==> src/include/shared_alu_macros.svh <==
////////////////////////////////////////////////////////////
// width and iteration-count macros for the shared ALU
////////////////////////////////////////////////////////////
`ifndef SHARED_ALU_MACROS_SVH
`define SHARED_ALU_MACROS_SVH

// operand / result word
`define SA_OPERAND_W 13

// multiplier fraction, also the annealing quotient length
`define SA_FRAC_W 8

// full quotient for T27 / T36
`define SA_QUOT_W 9

`define SA_CNT_W 4              // iteration counters, covers up to 9

// dividend left shifts for the two cooling-factor divisions
`define SA_DIV_SHIFT_T27 7
`define SA_DIV_SHIFT_T36 6

`endif

==> src/source/alu_data_pkg.sv <==
////////////////////////////////////////////////////////////
// arithmetic data types: operand, fraction, quotient words
// and the multiply / divide mode encodings
////////////////////////////////////////////////////////////
`include "shared_alu_macros.svh"

package alu_data_pkg;

    typedef logic [`SA_OPERAND_W-1:0] operand_t;    // 13b operand or result
    typedef logic [`SA_FRAC_W-1:0]    frac_t;       // unsigned .8 fraction
    typedef logic [`SA_QUOT_W-1:0]    quot_t;       // 9b quotient

    // multiply modes, value 3 is folded onto MUL_BOUND upstream
    typedef enum logic [1:0] {
        MUL_PURE  = 2'd0,   // x * frac
        MUL_FRAC  = 2'd1,   // x * (1 + frac)
        MUL_BOUND = 2'd2    // x * 2
    } mul_mode_e;

    // divide modes, value 3 is folded onto DIV_ANNEAL upstream
    typedef enum logic [1:0] {
        DIV_ANNEAL = 2'd0,  // x*256/y, x < y expected
        DIV_T27    = 2'd1,  // x*128/y
        DIV_T36    = 2'd2   // x*64/y
    } div_mode_e;

endpackage

==> src/source/alu_ctrl_pkg.sv <==
////////////////////////////////////////////////////////////
// control types: opcode, request/response words, FSM states
////////////////////////////////////////////////////////////
package alu_ctrl_pkg;

    // data words the structs are built on, passed on to users
    import alu_data_pkg::operand_t;
    import alu_data_pkg::quot_t;
    import alu_data_pkg::mul_mode_e;
    import alu_data_pkg::div_mode_e;
    export alu_data_pkg::operand_t;
    export alu_data_pkg::quot_t;
    export alu_data_pkg::mul_mode_e;
    export alu_data_pkg::div_mode_e;

    typedef enum logic {
        OP_MUL = 1'b0,
        OP_DIV = 1'b1
    } alu_op_e;

    typedef struct packed {
        alu_op_e    op;     // which unit
        logic [1:0] mode;   // raw mode, meaning depends on op
        operand_t   x;      // multiplicand / dividend
        operand_t   y;      // fraction / divisor
    } alu_req_t;            // 29b

    typedef struct packed {
        alu_op_e    op;     // echo of the request op
        operand_t   result;
    } alu_rsp_t;            // 14b

    typedef enum logic [1:0] {IDLE, BUSY, HOLD} seq_state_e;
    typedef enum logic [1:0] {M_IDLE, M_ADD, M_SHIFT} mul_state_e;
    typedef enum logic [1:0] {D_IDLE, D_SHIFT, D_TRIAL} div_state_e;

endpackage

==> src/source/alu_sequencer.sv <==
////////////////////////////////////////////////////////////
// request accept, unit dispatch, held response
////////////////////////////////////////////////////////////
`timescale 1ns/100ps
`include "shared_alu_macros.svh"

module alu_sequencer (
    input  logic                    CLK,
    input  logic                    RST_N,
    input  alu_ctrl_pkg::alu_req_t  req,
    input  logic                    req_valid,
    output logic                    req_ready,
    output alu_ctrl_pkg::alu_rsp_t  rsp,
    output logic                    rsp_valid,
    input  logic                    rsp_ready,
    output logic                    mul_start,
    output alu_data_pkg::mul_mode_e mul_mode,
    output logic                    div_start,
    output alu_data_pkg::div_mode_e div_mode,
    output alu_data_pkg::operand_t  x,
    output alu_data_pkg::operand_t  y,
    input  logic                    mul_done,
    input  alu_data_pkg::operand_t  mul_result,
    input  logic                    div_done,
    input  alu_data_pkg::quot_t     div_result
);
    import alu_data_pkg::*;
    import alu_ctrl_pkg::*;

    seq_state_e state_q;
    alu_req_t   req_q;          // accepted request, held for the unit
    alu_rsp_t   rsp_q;
    logic       accept;
    logic       unit_done;      // done of the unit that op picked

    assign req_ready = (state_q == IDLE);
    assign accept    = req_valid & req_ready;
    assign rsp_valid = (state_q == HOLD);
    assign rsp       = rsp_q;
    assign x         = req_q.x;
    assign y         = req_q.y;
    assign unit_done = (req_q.op == OP_MUL) ? mul_done : div_done;

    // mode 3 goes to each unit's default mode
    assign mul_mode = (req_q.mode == 2'd3) ? MUL_BOUND : mul_mode_e'(req_q.mode);
    assign div_mode = (req_q.mode == 2'd3) ? DIV_ANNEAL : div_mode_e'(req_q.mode);

    always_ff @(posedge CLK or negedge RST_N) begin
        if (!RST_N) begin
            state_q   <= IDLE;
            mul_start <= 1'b0;
            div_start <= 1'b0;
        end else begin
            mul_start <= accept && (req.op == OP_MUL);  // start pulse in first BUSY cycle
            div_start <= accept && (req.op == OP_DIV);
            case (state_q)
                IDLE: if (accept)    state_q <= BUSY;
                BUSY: if (unit_done) state_q <= HOLD;
                HOLD: if (rsp_ready) state_q <= IDLE;  // response transfer
                default:             state_q <= IDLE;
            endcase
        end
    end

    // payload
    always_ff @(posedge CLK) begin
        if (accept)
            req_q <= req;
        if (state_q == BUSY && unit_done) begin
            rsp_q.op     <= req_q.op;
            rsp_q.result <= (req_q.op == OP_MUL) ? mul_result
                                                 : operand_t'(div_result); // zero-extend
        end
    end

endmodule

==> src/source/restoring_divider.sv <==
////////////////////////////////////////////////////////////
// serial restoring divider, annealing / T27 / T36 modes
////////////////////////////////////////////////////////////
`timescale 1ns/100ps
`include "shared_alu_macros.svh"

module restoring_divider (
    input  logic                    CLK,
    input  logic                    RST_N,
    input  logic                    start,
    input  alu_data_pkg::div_mode_e mode,
    input  alu_data_pkg::operand_t  x,
    input  alu_data_pkg::operand_t  y,
    output logic                    done,
    output alu_data_pkg::quot_t     quotient
);
    import alu_data_pkg::*;
    import alu_ctrl_pkg::*;

    localparam int PAIR_W = `SA_OPERAND_W + `SA_QUOT_W;

    div_state_e              state_q;
    logic [`SA_OPERAND_W:0]  rem_q;      // one spare bit for the shifted head
    quot_t                   quo_q;      // low dividend bits in, quotient bits out
    logic [`SA_CNT_W-1:0]    cnt_q;
    logic [`SA_CNT_W-1:0]    iter_q;     // 8 or 9 iterations
    logic                    last_iter;
    logic                    fits;       // trial subtract succeeds

    // decoded from the mode at start
    logic                    sat;
    quot_t                   sat_val;
    logic [`SA_CNT_W-1:0]    load_sh;
    logic [`SA_CNT_W-1:0]    load_iter;
    logic [PAIR_W-1:0]       dvd_load;

    always_comb begin
        case (mode)
            DIV_T27: begin
                sat       = (x >> 2) >= y;
                sat_val   = quot_t'(511);
                load_sh   = `SA_CNT_W'(`SA_DIV_SHIFT_T27);
                load_iter = `SA_CNT_W'(`SA_QUOT_W);
            end
            DIV_T36: begin
                sat       = (x >> 2) >= y;
                sat_val   = quot_t'(256);
                load_sh   = `SA_CNT_W'(`SA_DIV_SHIFT_T36);
                load_iter = `SA_CNT_W'(`SA_QUOT_W);
            end
            default: begin                          // annealing ratio, y = 0 lands here too
                sat       = x >= y;
                sat_val   = quot_t'(255);
                // one iteration short, so the dividend sits one place higher
                load_sh   = `SA_CNT_W'(`SA_QUOT_W);
                load_iter = `SA_CNT_W'(`SA_FRAC_W);
            end
        endcase
    end

    assign dvd_load  = {{`SA_QUOT_W{1'b0}}, x} << load_sh;
    assign fits      = rem_q >= {1'b0, y};
    assign last_iter = (cnt_q == iter_q - 1'b1);

    ////////////////////////////////////////////////////////////
    // control
    always_ff @(posedge CLK or negedge RST_N) begin
        if (!RST_N) begin
            state_q <= D_IDLE;
            cnt_q   <= '0;
            iter_q  <= '0;
            done    <= 1'b0;
        end else begin
            done <= 1'b0;
            case (state_q)
                D_IDLE: begin
                    if (start) begin
                        cnt_q  <= '0;
                        iter_q <= load_iter;
                        if (sat)
                            done <= 1'b1;           // saturated, no iterations
                        else
                            state_q <= D_SHIFT;
                    end
                end
                D_SHIFT: state_q <= D_TRIAL;
                D_TRIAL: begin
                    cnt_q   <= cnt_q + 1'b1;
                    state_q <= last_iter ? D_IDLE : D_SHIFT;
                    done    <= last_iter;
                end
                default: state_q <= D_IDLE;
            endcase
        end
    end

    ////////////////////////////////////////////////////////////
    // datapath
    always_ff @(posedge CLK) begin
        case (state_q)
            D_IDLE: begin
                if (start) begin
                    rem_q    <= {1'b0, dvd_load[PAIR_W-1:`SA_QUOT_W]};
                    quo_q    <= dvd_load[`SA_QUOT_W-1:0];
                    quotient <= sat_val;            // kept only when saturated
                end
            end
            D_SHIFT: {rem_q, quo_q} <= {rem_q[`SA_OPERAND_W-1:0], quo_q, 1'b0};
            D_TRIAL: begin
                if (fits)
                    rem_q <= rem_q - {1'b0, y};     // restore = simply keep rem
                quo_q[0] <= fits;
                if (last_iter)
                    quotient <= {quo_q[`SA_QUOT_W-1:1], fits};
            end
            default: ;
        endcase
    end

endmodule

==> src/source/shared_alu_top.sv <==
////////////////////////////////////////////////////////////
// shared ALU top: sequencer plus multiply / divide units
////////////////////////////////////////////////////////////
`timescale 1ns/100ps

module shared_alu_top (
    input  logic                   CLK,
    input  logic                   RST_N,
    input  alu_ctrl_pkg::alu_req_t req,
    input  logic                   req_valid,
    output logic                   req_ready,
    output alu_ctrl_pkg::alu_rsp_t rsp,
    output logic                   rsp_valid,
    input  logic                   rsp_ready
);
    import alu_ctrl_pkg::*;

    // sequencer to units
    logic      mul_start, div_start;
    logic      mul_done, div_done;
    mul_mode_e mul_mode;
    div_mode_e div_mode;
    operand_t  x, y;            // held operands, shared by both units
    operand_t  mul_result;
    quot_t     div_result;

    alu_sequencer u_seq (
        .CLK        (CLK),
        .RST_N      (RST_N),
        .req        (req),
        .req_valid  (req_valid),
        .req_ready  (req_ready),
        .rsp        (rsp),
        .rsp_valid  (rsp_valid),
        .rsp_ready  (rsp_ready),
        .mul_start  (mul_start),
        .mul_mode   (mul_mode),
        .div_start  (div_start),
        .div_mode   (div_mode),
        .x          (x),
        .y          (y),
        .mul_done   (mul_done),
        .mul_result (mul_result),
        .div_done   (div_done),
        .div_result (div_result)
    );

    shift_add_multiplier u_mul (
        .CLK    (CLK),
        .RST_N  (RST_N),
        .start  (mul_start),
        .mode   (mul_mode),
        .x      (x),
        .y      (y),
        .done   (mul_done),
        .result (mul_result)
    );

    restoring_divider u_div (
        .CLK      (CLK),
        .RST_N    (RST_N),
        .start    (div_start),
        .mode     (div_mode),
        .x        (x),
        .y        (y),
        .done     (div_done),
        .quotient (div_result)
    );

endmodule

==> src/source/shift_add_multiplier.sv <==
////////////////////////////////////////////////////////////
// serial shift-and-add fractional multiplier
////////////////////////////////////////////////////////////
`timescale 1ns/100ps
`include "shared_alu_macros.svh"

module shift_add_multiplier (
    input  logic                   CLK,
    input  logic                   RST_N,
    input  logic                   start,
    input  alu_data_pkg::mul_mode_e mode,
    input  alu_data_pkg::operand_t x,
    input  alu_data_pkg::operand_t y,
    output logic                   done,
    output alu_data_pkg::operand_t result
);
    import alu_data_pkg::*;
    import alu_ctrl_pkg::*;

    localparam int ACC_W = `SA_OPERAND_W + `SA_FRAC_W + 1;  // 13+8 plus add carry

    mul_state_e            state_q;
    mul_mode_e             mode_q;      // latched at start
    logic [ACC_W-1:0]      acc_q;
    logic [ACC_W-1:0]      acc_shr;
    frac_t                 frac_q;      // remaining multiplier bits, LSB first
    logic [`SA_CNT_W-1:0]  cnt_q;
    logic                  last_bit;
    operand_t              prod_frac;   // floor(x*y/256) once all bits are in
    operand_t              fin;

    assign acc_shr   = acc_q >> 1;
    assign last_bit  = (cnt_q == `SA_CNT_W'(`SA_FRAC_W - 1));
    assign prod_frac = acc_shr[`SA_OPERAND_W+`SA_FRAC_W-1:`SA_FRAC_W];
    assign fin       = (mode_q == MUL_FRAC) ? prod_frac + x : prod_frac;  // mixed adds x once more

    ////////////////////////////////////////////////////////////
    // control
    always_ff @(posedge CLK or negedge RST_N) begin
        if (!RST_N) begin
            state_q <= M_IDLE;
            cnt_q   <= '0;
            done    <= 1'b0;
        end else begin
            done <= 1'b0;                   // single-cycle pulse
            case (state_q)
                M_IDLE: begin
                    if (start) begin
                        cnt_q <= '0;
                        if (mode == MUL_PURE || mode == MUL_FRAC)
                            state_q <= M_ADD;
                        else
                            done <= 1'b1;   // bounded answers at once
                    end
                end
                M_ADD: begin
                    if (frac_q[0]) begin
                        state_q <= M_SHIFT; // add this cycle, shift next
                    end else begin
                        cnt_q <= cnt_q + 1'b1;  // zero bit, shift only
                        if (last_bit) begin
                            state_q <= M_IDLE;
                            done    <= 1'b1;
                        end
                    end
                end
                M_SHIFT: begin
                    cnt_q   <= cnt_q + 1'b1;
                    state_q <= last_bit ? M_IDLE : M_ADD;
                    done    <= last_bit;
                end
                default: state_q <= M_IDLE;
            endcase
        end
    end

    ////////////////////////////////////////////////////////////
    // datapath
    always_ff @(posedge CLK) begin
        case (state_q)
            M_IDLE: begin
                if (start) begin
                    acc_q  <= '0;
                    frac_q <= y[`SA_FRAC_W-1:0];    // only the low 8 bits count
                    mode_q <= mode;
                    result <= x << 1;               // bounded result, truncated
                end
            end
            M_ADD: begin
                if (frac_q[0]) begin
                    acc_q <= acc_q + {1'b0, x, {`SA_FRAC_W{1'b0}}};  // x at the top
                end else begin
                    acc_q  <= acc_shr;
                    frac_q <= frac_q >> 1;
                    if (last_bit)
                        result <= fin;
                end
            end
            M_SHIFT: begin
                acc_q  <= acc_shr;
                frac_q <= frac_q >> 1;
                if (last_bit)
                    result <= fin;
            end
            default: ;
        endcase
    end

endmodule

==> config.mk <==
export PLATFORM = sky130hd
export DESIGN_NAME = shared_alu_top
export DESIGN_NICKNAME = d
export VERILOG_FILES = /design/src/source/alu_data_pkg.sv /design/src/source/alu_ctrl_pkg.sv /design/src/source/alu_sequencer.sv /design/src/source/restoring_divider.sv /design/src/source/shared_alu_top.sv /design/src/source/shift_add_multiplier.sv
export VERILOG_INCLUDE_DIRS = /design/src /design/src/include
export SDC_FILE = /design/constraint.sdc
export NUM_CORES = 1
export LEC_CHECK = 0
export BUFFER_PORTS_ARGS = -buffer_cell sky130_fd_sc_hd__buf_2
export CAP_MARGIN = 0
export CORE_MARGIN = 4
export CORE_UTILIZATION = 56
export DETAILED_ROUTE_END_ITERATION = 8
export MAX_ROUTING_LAYER = met4
export PLACE_DENSITY = 0.89
export SLEW_MARGIN = 25
export SYNTH_ARGS = -nofsm -noshare
export SYNTH_HDL_FRONTEND = slang
export SYNTH_SLANG_ARGS = --single-unit
export TNS_END_PERCENT = 20
==> constraint.sdc <==
create_clock -name CLK -period 2.8 [get_ports CLK]
set_input_delay 0.7 -clock CLK [delete_from_list [all_inputs] [get_ports CLK]]
set_output_delay 0.7 -clock CLK [all_outputs]
set_load 0.02 [all_outputs]
-- After elaboration in Yosys (flattened, before gate mapping)
Cells that the tools add are included.
- logic and storage cells: 142
- register bits after elaboration: 142
- output and inout port bits: 16
- equal/unequal tests: 24
- shift-type cells: 1
- muxes and demuxes: 55
- order comparisons: 3
- bitwise gates (word level): 2
- reductions and logical operators: 25
- add/subtract/negate cells: 6
- operators with widths (cell ; count):
    $pmux 22 s3 ; 1
    $mux 13 ; 4
    $mux 22 ; 2
    $pmux 14 s3 ; 1
    $pmux 13 s3 ; 1
    $mux 9 ; 4
    $pmux 9 s2 ; 2
    $mux 14 ; 2
    $pmux 8 s3 ; 1
    $add 22x21->22 ; 1
    $mux 2 ; 11
    $shl 13x4->22 ; 1
    $pmux 2 s3 ; 3
    $mux 8 ; 2
    $pmux 4 s2 ; 2
    $pmux 8 s2 ; 1
    $reduce_and 3->1 ; 5
    $ge 14x13->1 ; 1
    $reduce_and 2->1 ; 7
    $sub 14x13->14 ; 1
    $add 13x13->13 ; 1
    $ge 11x13->1 ; 1
    $ge 13x13->1 ; 1
    $eq 2x1->1 const B ; 6
    21 further kinds ; 54

-- Depth between registers and ports, before layout
- word-level depth: 8
- gate-level depth with buffers: 10
- depth with buffers taken out: 10

-- Cells and area by module
From an unflattened synthesis, not the netlist that was laid out.
- cells, all modules: 785
- area, all modules: 8514.4 µm²
- by module, submodules not included (module ; times used ; area each (µm²) ; seq. area each (µm²) ; cells an instance):
    restoring_divider ; 1 ; 3504.6 ; 1186.1 ; 370
    shift_add_multiplier ; 1 ; 3125.5 ; 1286.2 ; 311
    alu_sequencer ; 1 ; 1884.3 ; 1391.3 ; 104

-- Least setup slack after synthesis
OpenSTA, ideal clock, no wires.
- path kind: register to register
- start point: register u_mul.state_q[0]
- end point: register u_mul.result[10], enable pin
- clock period less this slack: 2809 ps
- cell stages (with the launch flop): 6
- data required time: 2415 ps
- library setup time: 385 ps
- arrival: 2425 ps
- path slack: -9 ps
- cells stage by stage: dfrtp_1 inv_1 ha_1 a21oi_1 nand2_1 a21oi_1
- word-level cells in the longest chain between the ends: 3
- elaborated cells between the ends (all ways): 7
- those cells by class: eq/ne (4); reduce/logical (3)
- RTL lines (element ; line ; text):
    start: declaration ; shift_add_multiplier.sv:22 ; mul_state_e state_q;
    start signal: assignment ; shift_add_multiplier.sv:69 ; state_q <= last_bit ? M_IDLE : M_ADD;
    $eq 2x1->1 (tied with other cells) ; shift_add_multiplier.sv:80 ; case (state_q)
    $ne 2x2->1 (no source line) or $reduce_bool 3->1 (tied branches) ; - ;
    $reduce_and 3->1 (no source line) * ; - ;
    end signal: assignment ; shift_add_multiplier.sv:86 ; result <= x << 1;
    end signal: assignment ; shift_add_multiplier.sv:96 ; result <= fin;
    end signal: assignment ; shift_add_multiplier.sv:103 ; result <= fin;
    end: declaration ; shift_add_multiplier.sv:15 ; output alu_data_pkg::operand_t result
Mark *: on every way between the ends. The rest lies on a longest branch, timed or not.
A chain may end at the register's enable or synchronous reset.

-- Worst setup path after layout
- start point: register u_mul.acc_q[17]
- end point: register u_mul.result[12], data pin
- word-level cells in the longest chain between the ends: 5
- RTL lines (element ; line ; text):
    start: declaration ; shift_add_multiplier.sv:24 ; logic [ACC_W-1:0] acc_q;
    start signal: assignment ; shift_add_multiplier.sv:91 ; acc_q <= acc_q + {1'b0, x, {`SA_FRAC_W{1'b0}}};
    start signal: assignment ; shift_add_multiplier.sv:93 ; acc_q <= acc_shr;
    start signal: assignment ; shift_add_multiplier.sv:100 ; acc_q <= acc_shr;
    $add 13x13->13 * ; shift_add_multiplier.sv:35 ; assign fin = (mode_q == MUL_FRAC) ? prod_frac + x : prod_frac;
    $mux 13 * ; shift_add_multiplier.sv:35 ;
    $mux 13 * ; shift_add_multiplier.sv:95, shift_add_multiplier.sv:102 ;
    $mux 13 ; shift_add_multiplier.sv:90 ; if (frac_q[0]) begin
    $pmux 13 s3 * ; shift_add_multiplier.sv:80 ;
Mark *: on every way between the ends. The rest lies on a longest branch, timed or not. The select of a mux whose other input is x is not followed.

==> run_results.csv <==
group,metric,value,unit
grt,overflow,0,
cts,htree_num_levels,4,
detailed_routing,drt_wl_total,19800,µm
place,dp_cells,987,
sta,worst_pin_slew,0.645,ns
cells_and_area,final_util,66.1,%
pwr,leakagePower,3.81,nW
detailed_routing,ant_nets,0,
pwr,intPower,6.12,mW
sta,finalCriticalPeriod,2.79,ns
pwr,cellPowerDensity,1070,nW/µm²
floorplan,num_rows,43,
sta,tns,0,ns
detailed_routing,drtIter0Drc,838,
yosys,ys_warn_count,0,
yosys,yosysSeqAreaShare,47.4,%
sta,finalSetupViolCount,0,
worst_setup_path,crit_type,"reg2reg",
yosys,postSynth.asyncResetShare,15.2,%
cells_and_area,multiInputGateArea,4030,µm²
cells_and_area,antennaDiodeCount,0,
cells_and_area,nFillCells,1035,
place,post-dp-hpwl,14300,µm
cells_and_area,fin_nets,938,
run_status,outcome,"finished clean",
detailed_routing,via_per_inst,6.28,
worst_setup_path,crit_path_end_kind,"register",
sta,slew_viol_final,0,
detailed_routing,vias,6395,
flow_run,maxCapViolCount,0,
grt,grt_max_degree,31,
yosys,synth_edf_count,112,
floorplan,ios,49,
yosys,synth_top_family_by_area,"compound AO/OA/AOI/OAI gates",
cells_and_area,areaGrowthSynthToFinish,14.1,%
grt,grtUsageTotal,25.6,%
grt,antenna_found_initial,0,
floorplan,coreArea,14000,µm²
detailed_routing,drc_errors,0,
worst_setup_path,critPathRequiredTime,2.93,ns
pwr,power.share.sequential,35.3,%
yosys,synthSimpleGateAreaFrac,12.6,%
cts,clk_pin_slew,0.06,ns
sta,maxSlewHeadroom,57.0,%
cells_and_area,final_cells,1019,
yosys,avgSynthCellArea,10.7,µm²
cts,cts_tree,"yes",
yosys,syn_area,8140,µm²
pwr,p_switching,3.78,mW
place,io_buffers,48,
cts,ctsRootBufferMaster,"clkbuf_16",
floorplan,dieHeight,129,µm
yosys,synthFlopType,"edfxtp_1",
worst_setup_path,start_kind,"register",
cells_and_area,final_common_cell,"edfxtp_1",
cts,cts_buffer_depth,2,
yosys,synth_compound_area_share,17.1,%
detailed_routing,dr.pass1.iters,5,
floorplan,die_w,129,µm
yosys,synth_nets,876,
yosys,synthAdderAreaFrac,12.4,%
cells_and_area,final_cell_mix,"edfxtp_1, ha_1, nor2_1, a21oi_1, nand2_1",
yosys,synth-seq-cells,132,
pwr,p_sw_share,38.2,%
yosys,synth_cell_types,64,
sta,hold_viol_final,0,
cts,postCtsSetupBuffers,0,
cts,clk_latency,0.43,ns
cts,cts_buffers,17,
floorplan,dieArea,16500,µm²
yosys,syn_inst,764,
sta,maxClockFrequency,358,MHz
detailed_routing,wl_per_cell,19.4,µm
pwr,max-vdd-ir-drop,0.585,mV
place,place.gp.congestion,1.00,
yosys,synthMuxAreaShare,4.56,%
min_path,hold_path.class,"in2async",
worst_setup_path,path_max_fanout,4,
grt,grt_first_pass_wirelength,31900,µm
worst_setup_path,crit_arrival,2.93,ns
yosys,yosys.area_share.xor_xnor,2.58,%
grt,first_global_vias,6273,
cells_and_area,drive_above_1_share,14.9,%
cts,cts.sinks,132,
floorplan,initial_core_util,58.0,%
pwr,comb_power_share,42.5,%
sta,rsz0062_at_grt,"false",
sta,fin_skew,0.0114,ns
pwr,power.total,9.89,mW
cts,postCtsHoldBufs,0,
pwr,power_frac_clock,22.2,%
sta,fin_crit_sh,99.7,%
cells_and_area,seq_area,3860,µm²
[worst max-delay path, cell delays in order, from the launching register on]
cell      delay (ns)
edfxtp_1        0.51
ha_1            0.40
a21o_1          0.21
a21o_1          0.18
a21oi_1         0.34
mux2i_1         0.26
o211ai_1        0.17
o21ai_0         0.25
nand3b_1        0.18
[Yosys cell counts (14+ instances only)]
library cell | n | share of area [%]
a21o_1 | 21 | 1.9
a21oi_1 | 54 | 3.3
clkbuf_1 | 19 | 0.88
dfrtp_1 | 20 | 6.1
edfxtp_1 | 112 | 41
ha_1 | 76 | 12
inv_1 | 43 | 2.0
mux2i_1 | 18 | 2.2
nand2_1 | 51 | 2.4
nand3_1 | 28 | 1.7
nor2_1 | 55 | 2.5
nor2b_1 | 14 | 1.1
o21ai_0 | 39 | 2.4
o21ai_1 | 17 | 1.0
xnor2_1 | 14 | 1.5
[layout make-up]
type	count	share of cell area, %
Timing Repair Buffer	70	4.50
Tap cell	180	2.42
Inverter	44	1.78
Clock inverter	8	1.06
Multi-Input combinational cell	561	43.3
Clock buffer	24	5.29
Sequential cell	132	41.6
[stage by stage]
stage          hold slack (ns)  cell area [µm²]  setup slack (ns)
6_report                 0.242             9290           0.00911
5_1_grt                  0.269             9290         0.0000910
4_1_cts                  0.232             9280            0.0937
3_5_place_dp             0.492             8690             0.187
3_3_place_gp             0.480             8690             0.294
2_1_floorplan            0.404             8150             0.246
[power groups by stage]
| stage | logic [mW] | clock network, mW | registers, mW |
|---|---|---|---|
| floorplan | 3.05 | 0 | 3.32 |
| global placement | 3.93 | 0 | 3.46 |
| detailed placement | 4.06 | 0 | 3.50 |
| CTS | 4.11 | 2.23 | 3.48 |
| global route | 4.63 | 2.31 | 3.54 |
| finish | 4.20 | 2.20 | 3.49 |
[sequential cells by signal, summed over array words and instances, names as in the netlist]
name	count
u_seq.state_q	2
u_div.done	1
u_seq.x	13
u_mul.result	13
u_mul.cnt_q	4
u_seq.req_q	3
u_seq.div_start	1
u_mul.done	1
u_div.iter_q	2
u_mul.mode_q	2
u_div.cnt_q	4
u_div.state_q	2
u_seq.rsp	14
u_mul.state_q	2
u_div.quo_q	9
u_seq.y	13
u_div.rem_q	14
u_div.quotient	9
u_mul.frac_q	8
u_mul.acc_q	14
u_seq.mul_start	1
[per-layer routing]
metal	GRT usage, %	up-vias	routed length, µm
met3	6.27	39	1860
li1	-	2984	-
met1	32.6	3017	8050
met2	39.8	355	9440
met5	-	-	0
met4	9.70	0	400
[timing repair]
| item | CTS | global route |
|---|---|---|
| endpoints found under the setup margin | 0 | 4 |
| endpoints found under the hold margin | 0 | 0 |
| resized for setup | 0 | 2 |
[final timing paths]
path,cells after the start,slack (ns),startpoint,end
min reg2reg,2,0.51,u_mul.cnt_q[1],u_mul.cnt_q[1]
max reg2reg,8,0.009,u_mul.acc_q[17],u_mul.result[12]
min in group CLK,1,0.45,req[22],u_seq.x[9]
max in group asynchronous,1,2.22,RST_N,u_mul.cnt_q[2]
min,1,0.24,RST_N,u_div.cnt_q[2]
max,8,0.009,u_mul.acc_q[17],u_mul.result[12]
[logic make-up after synthesis]
family          after synthesis
xor+xnor                     24
flops                       132
simple gates                210
compound gates              216
buf+inv                      71
mux                          32
fa+ha+maj                    79
Power figures use the tool's default switching activity.
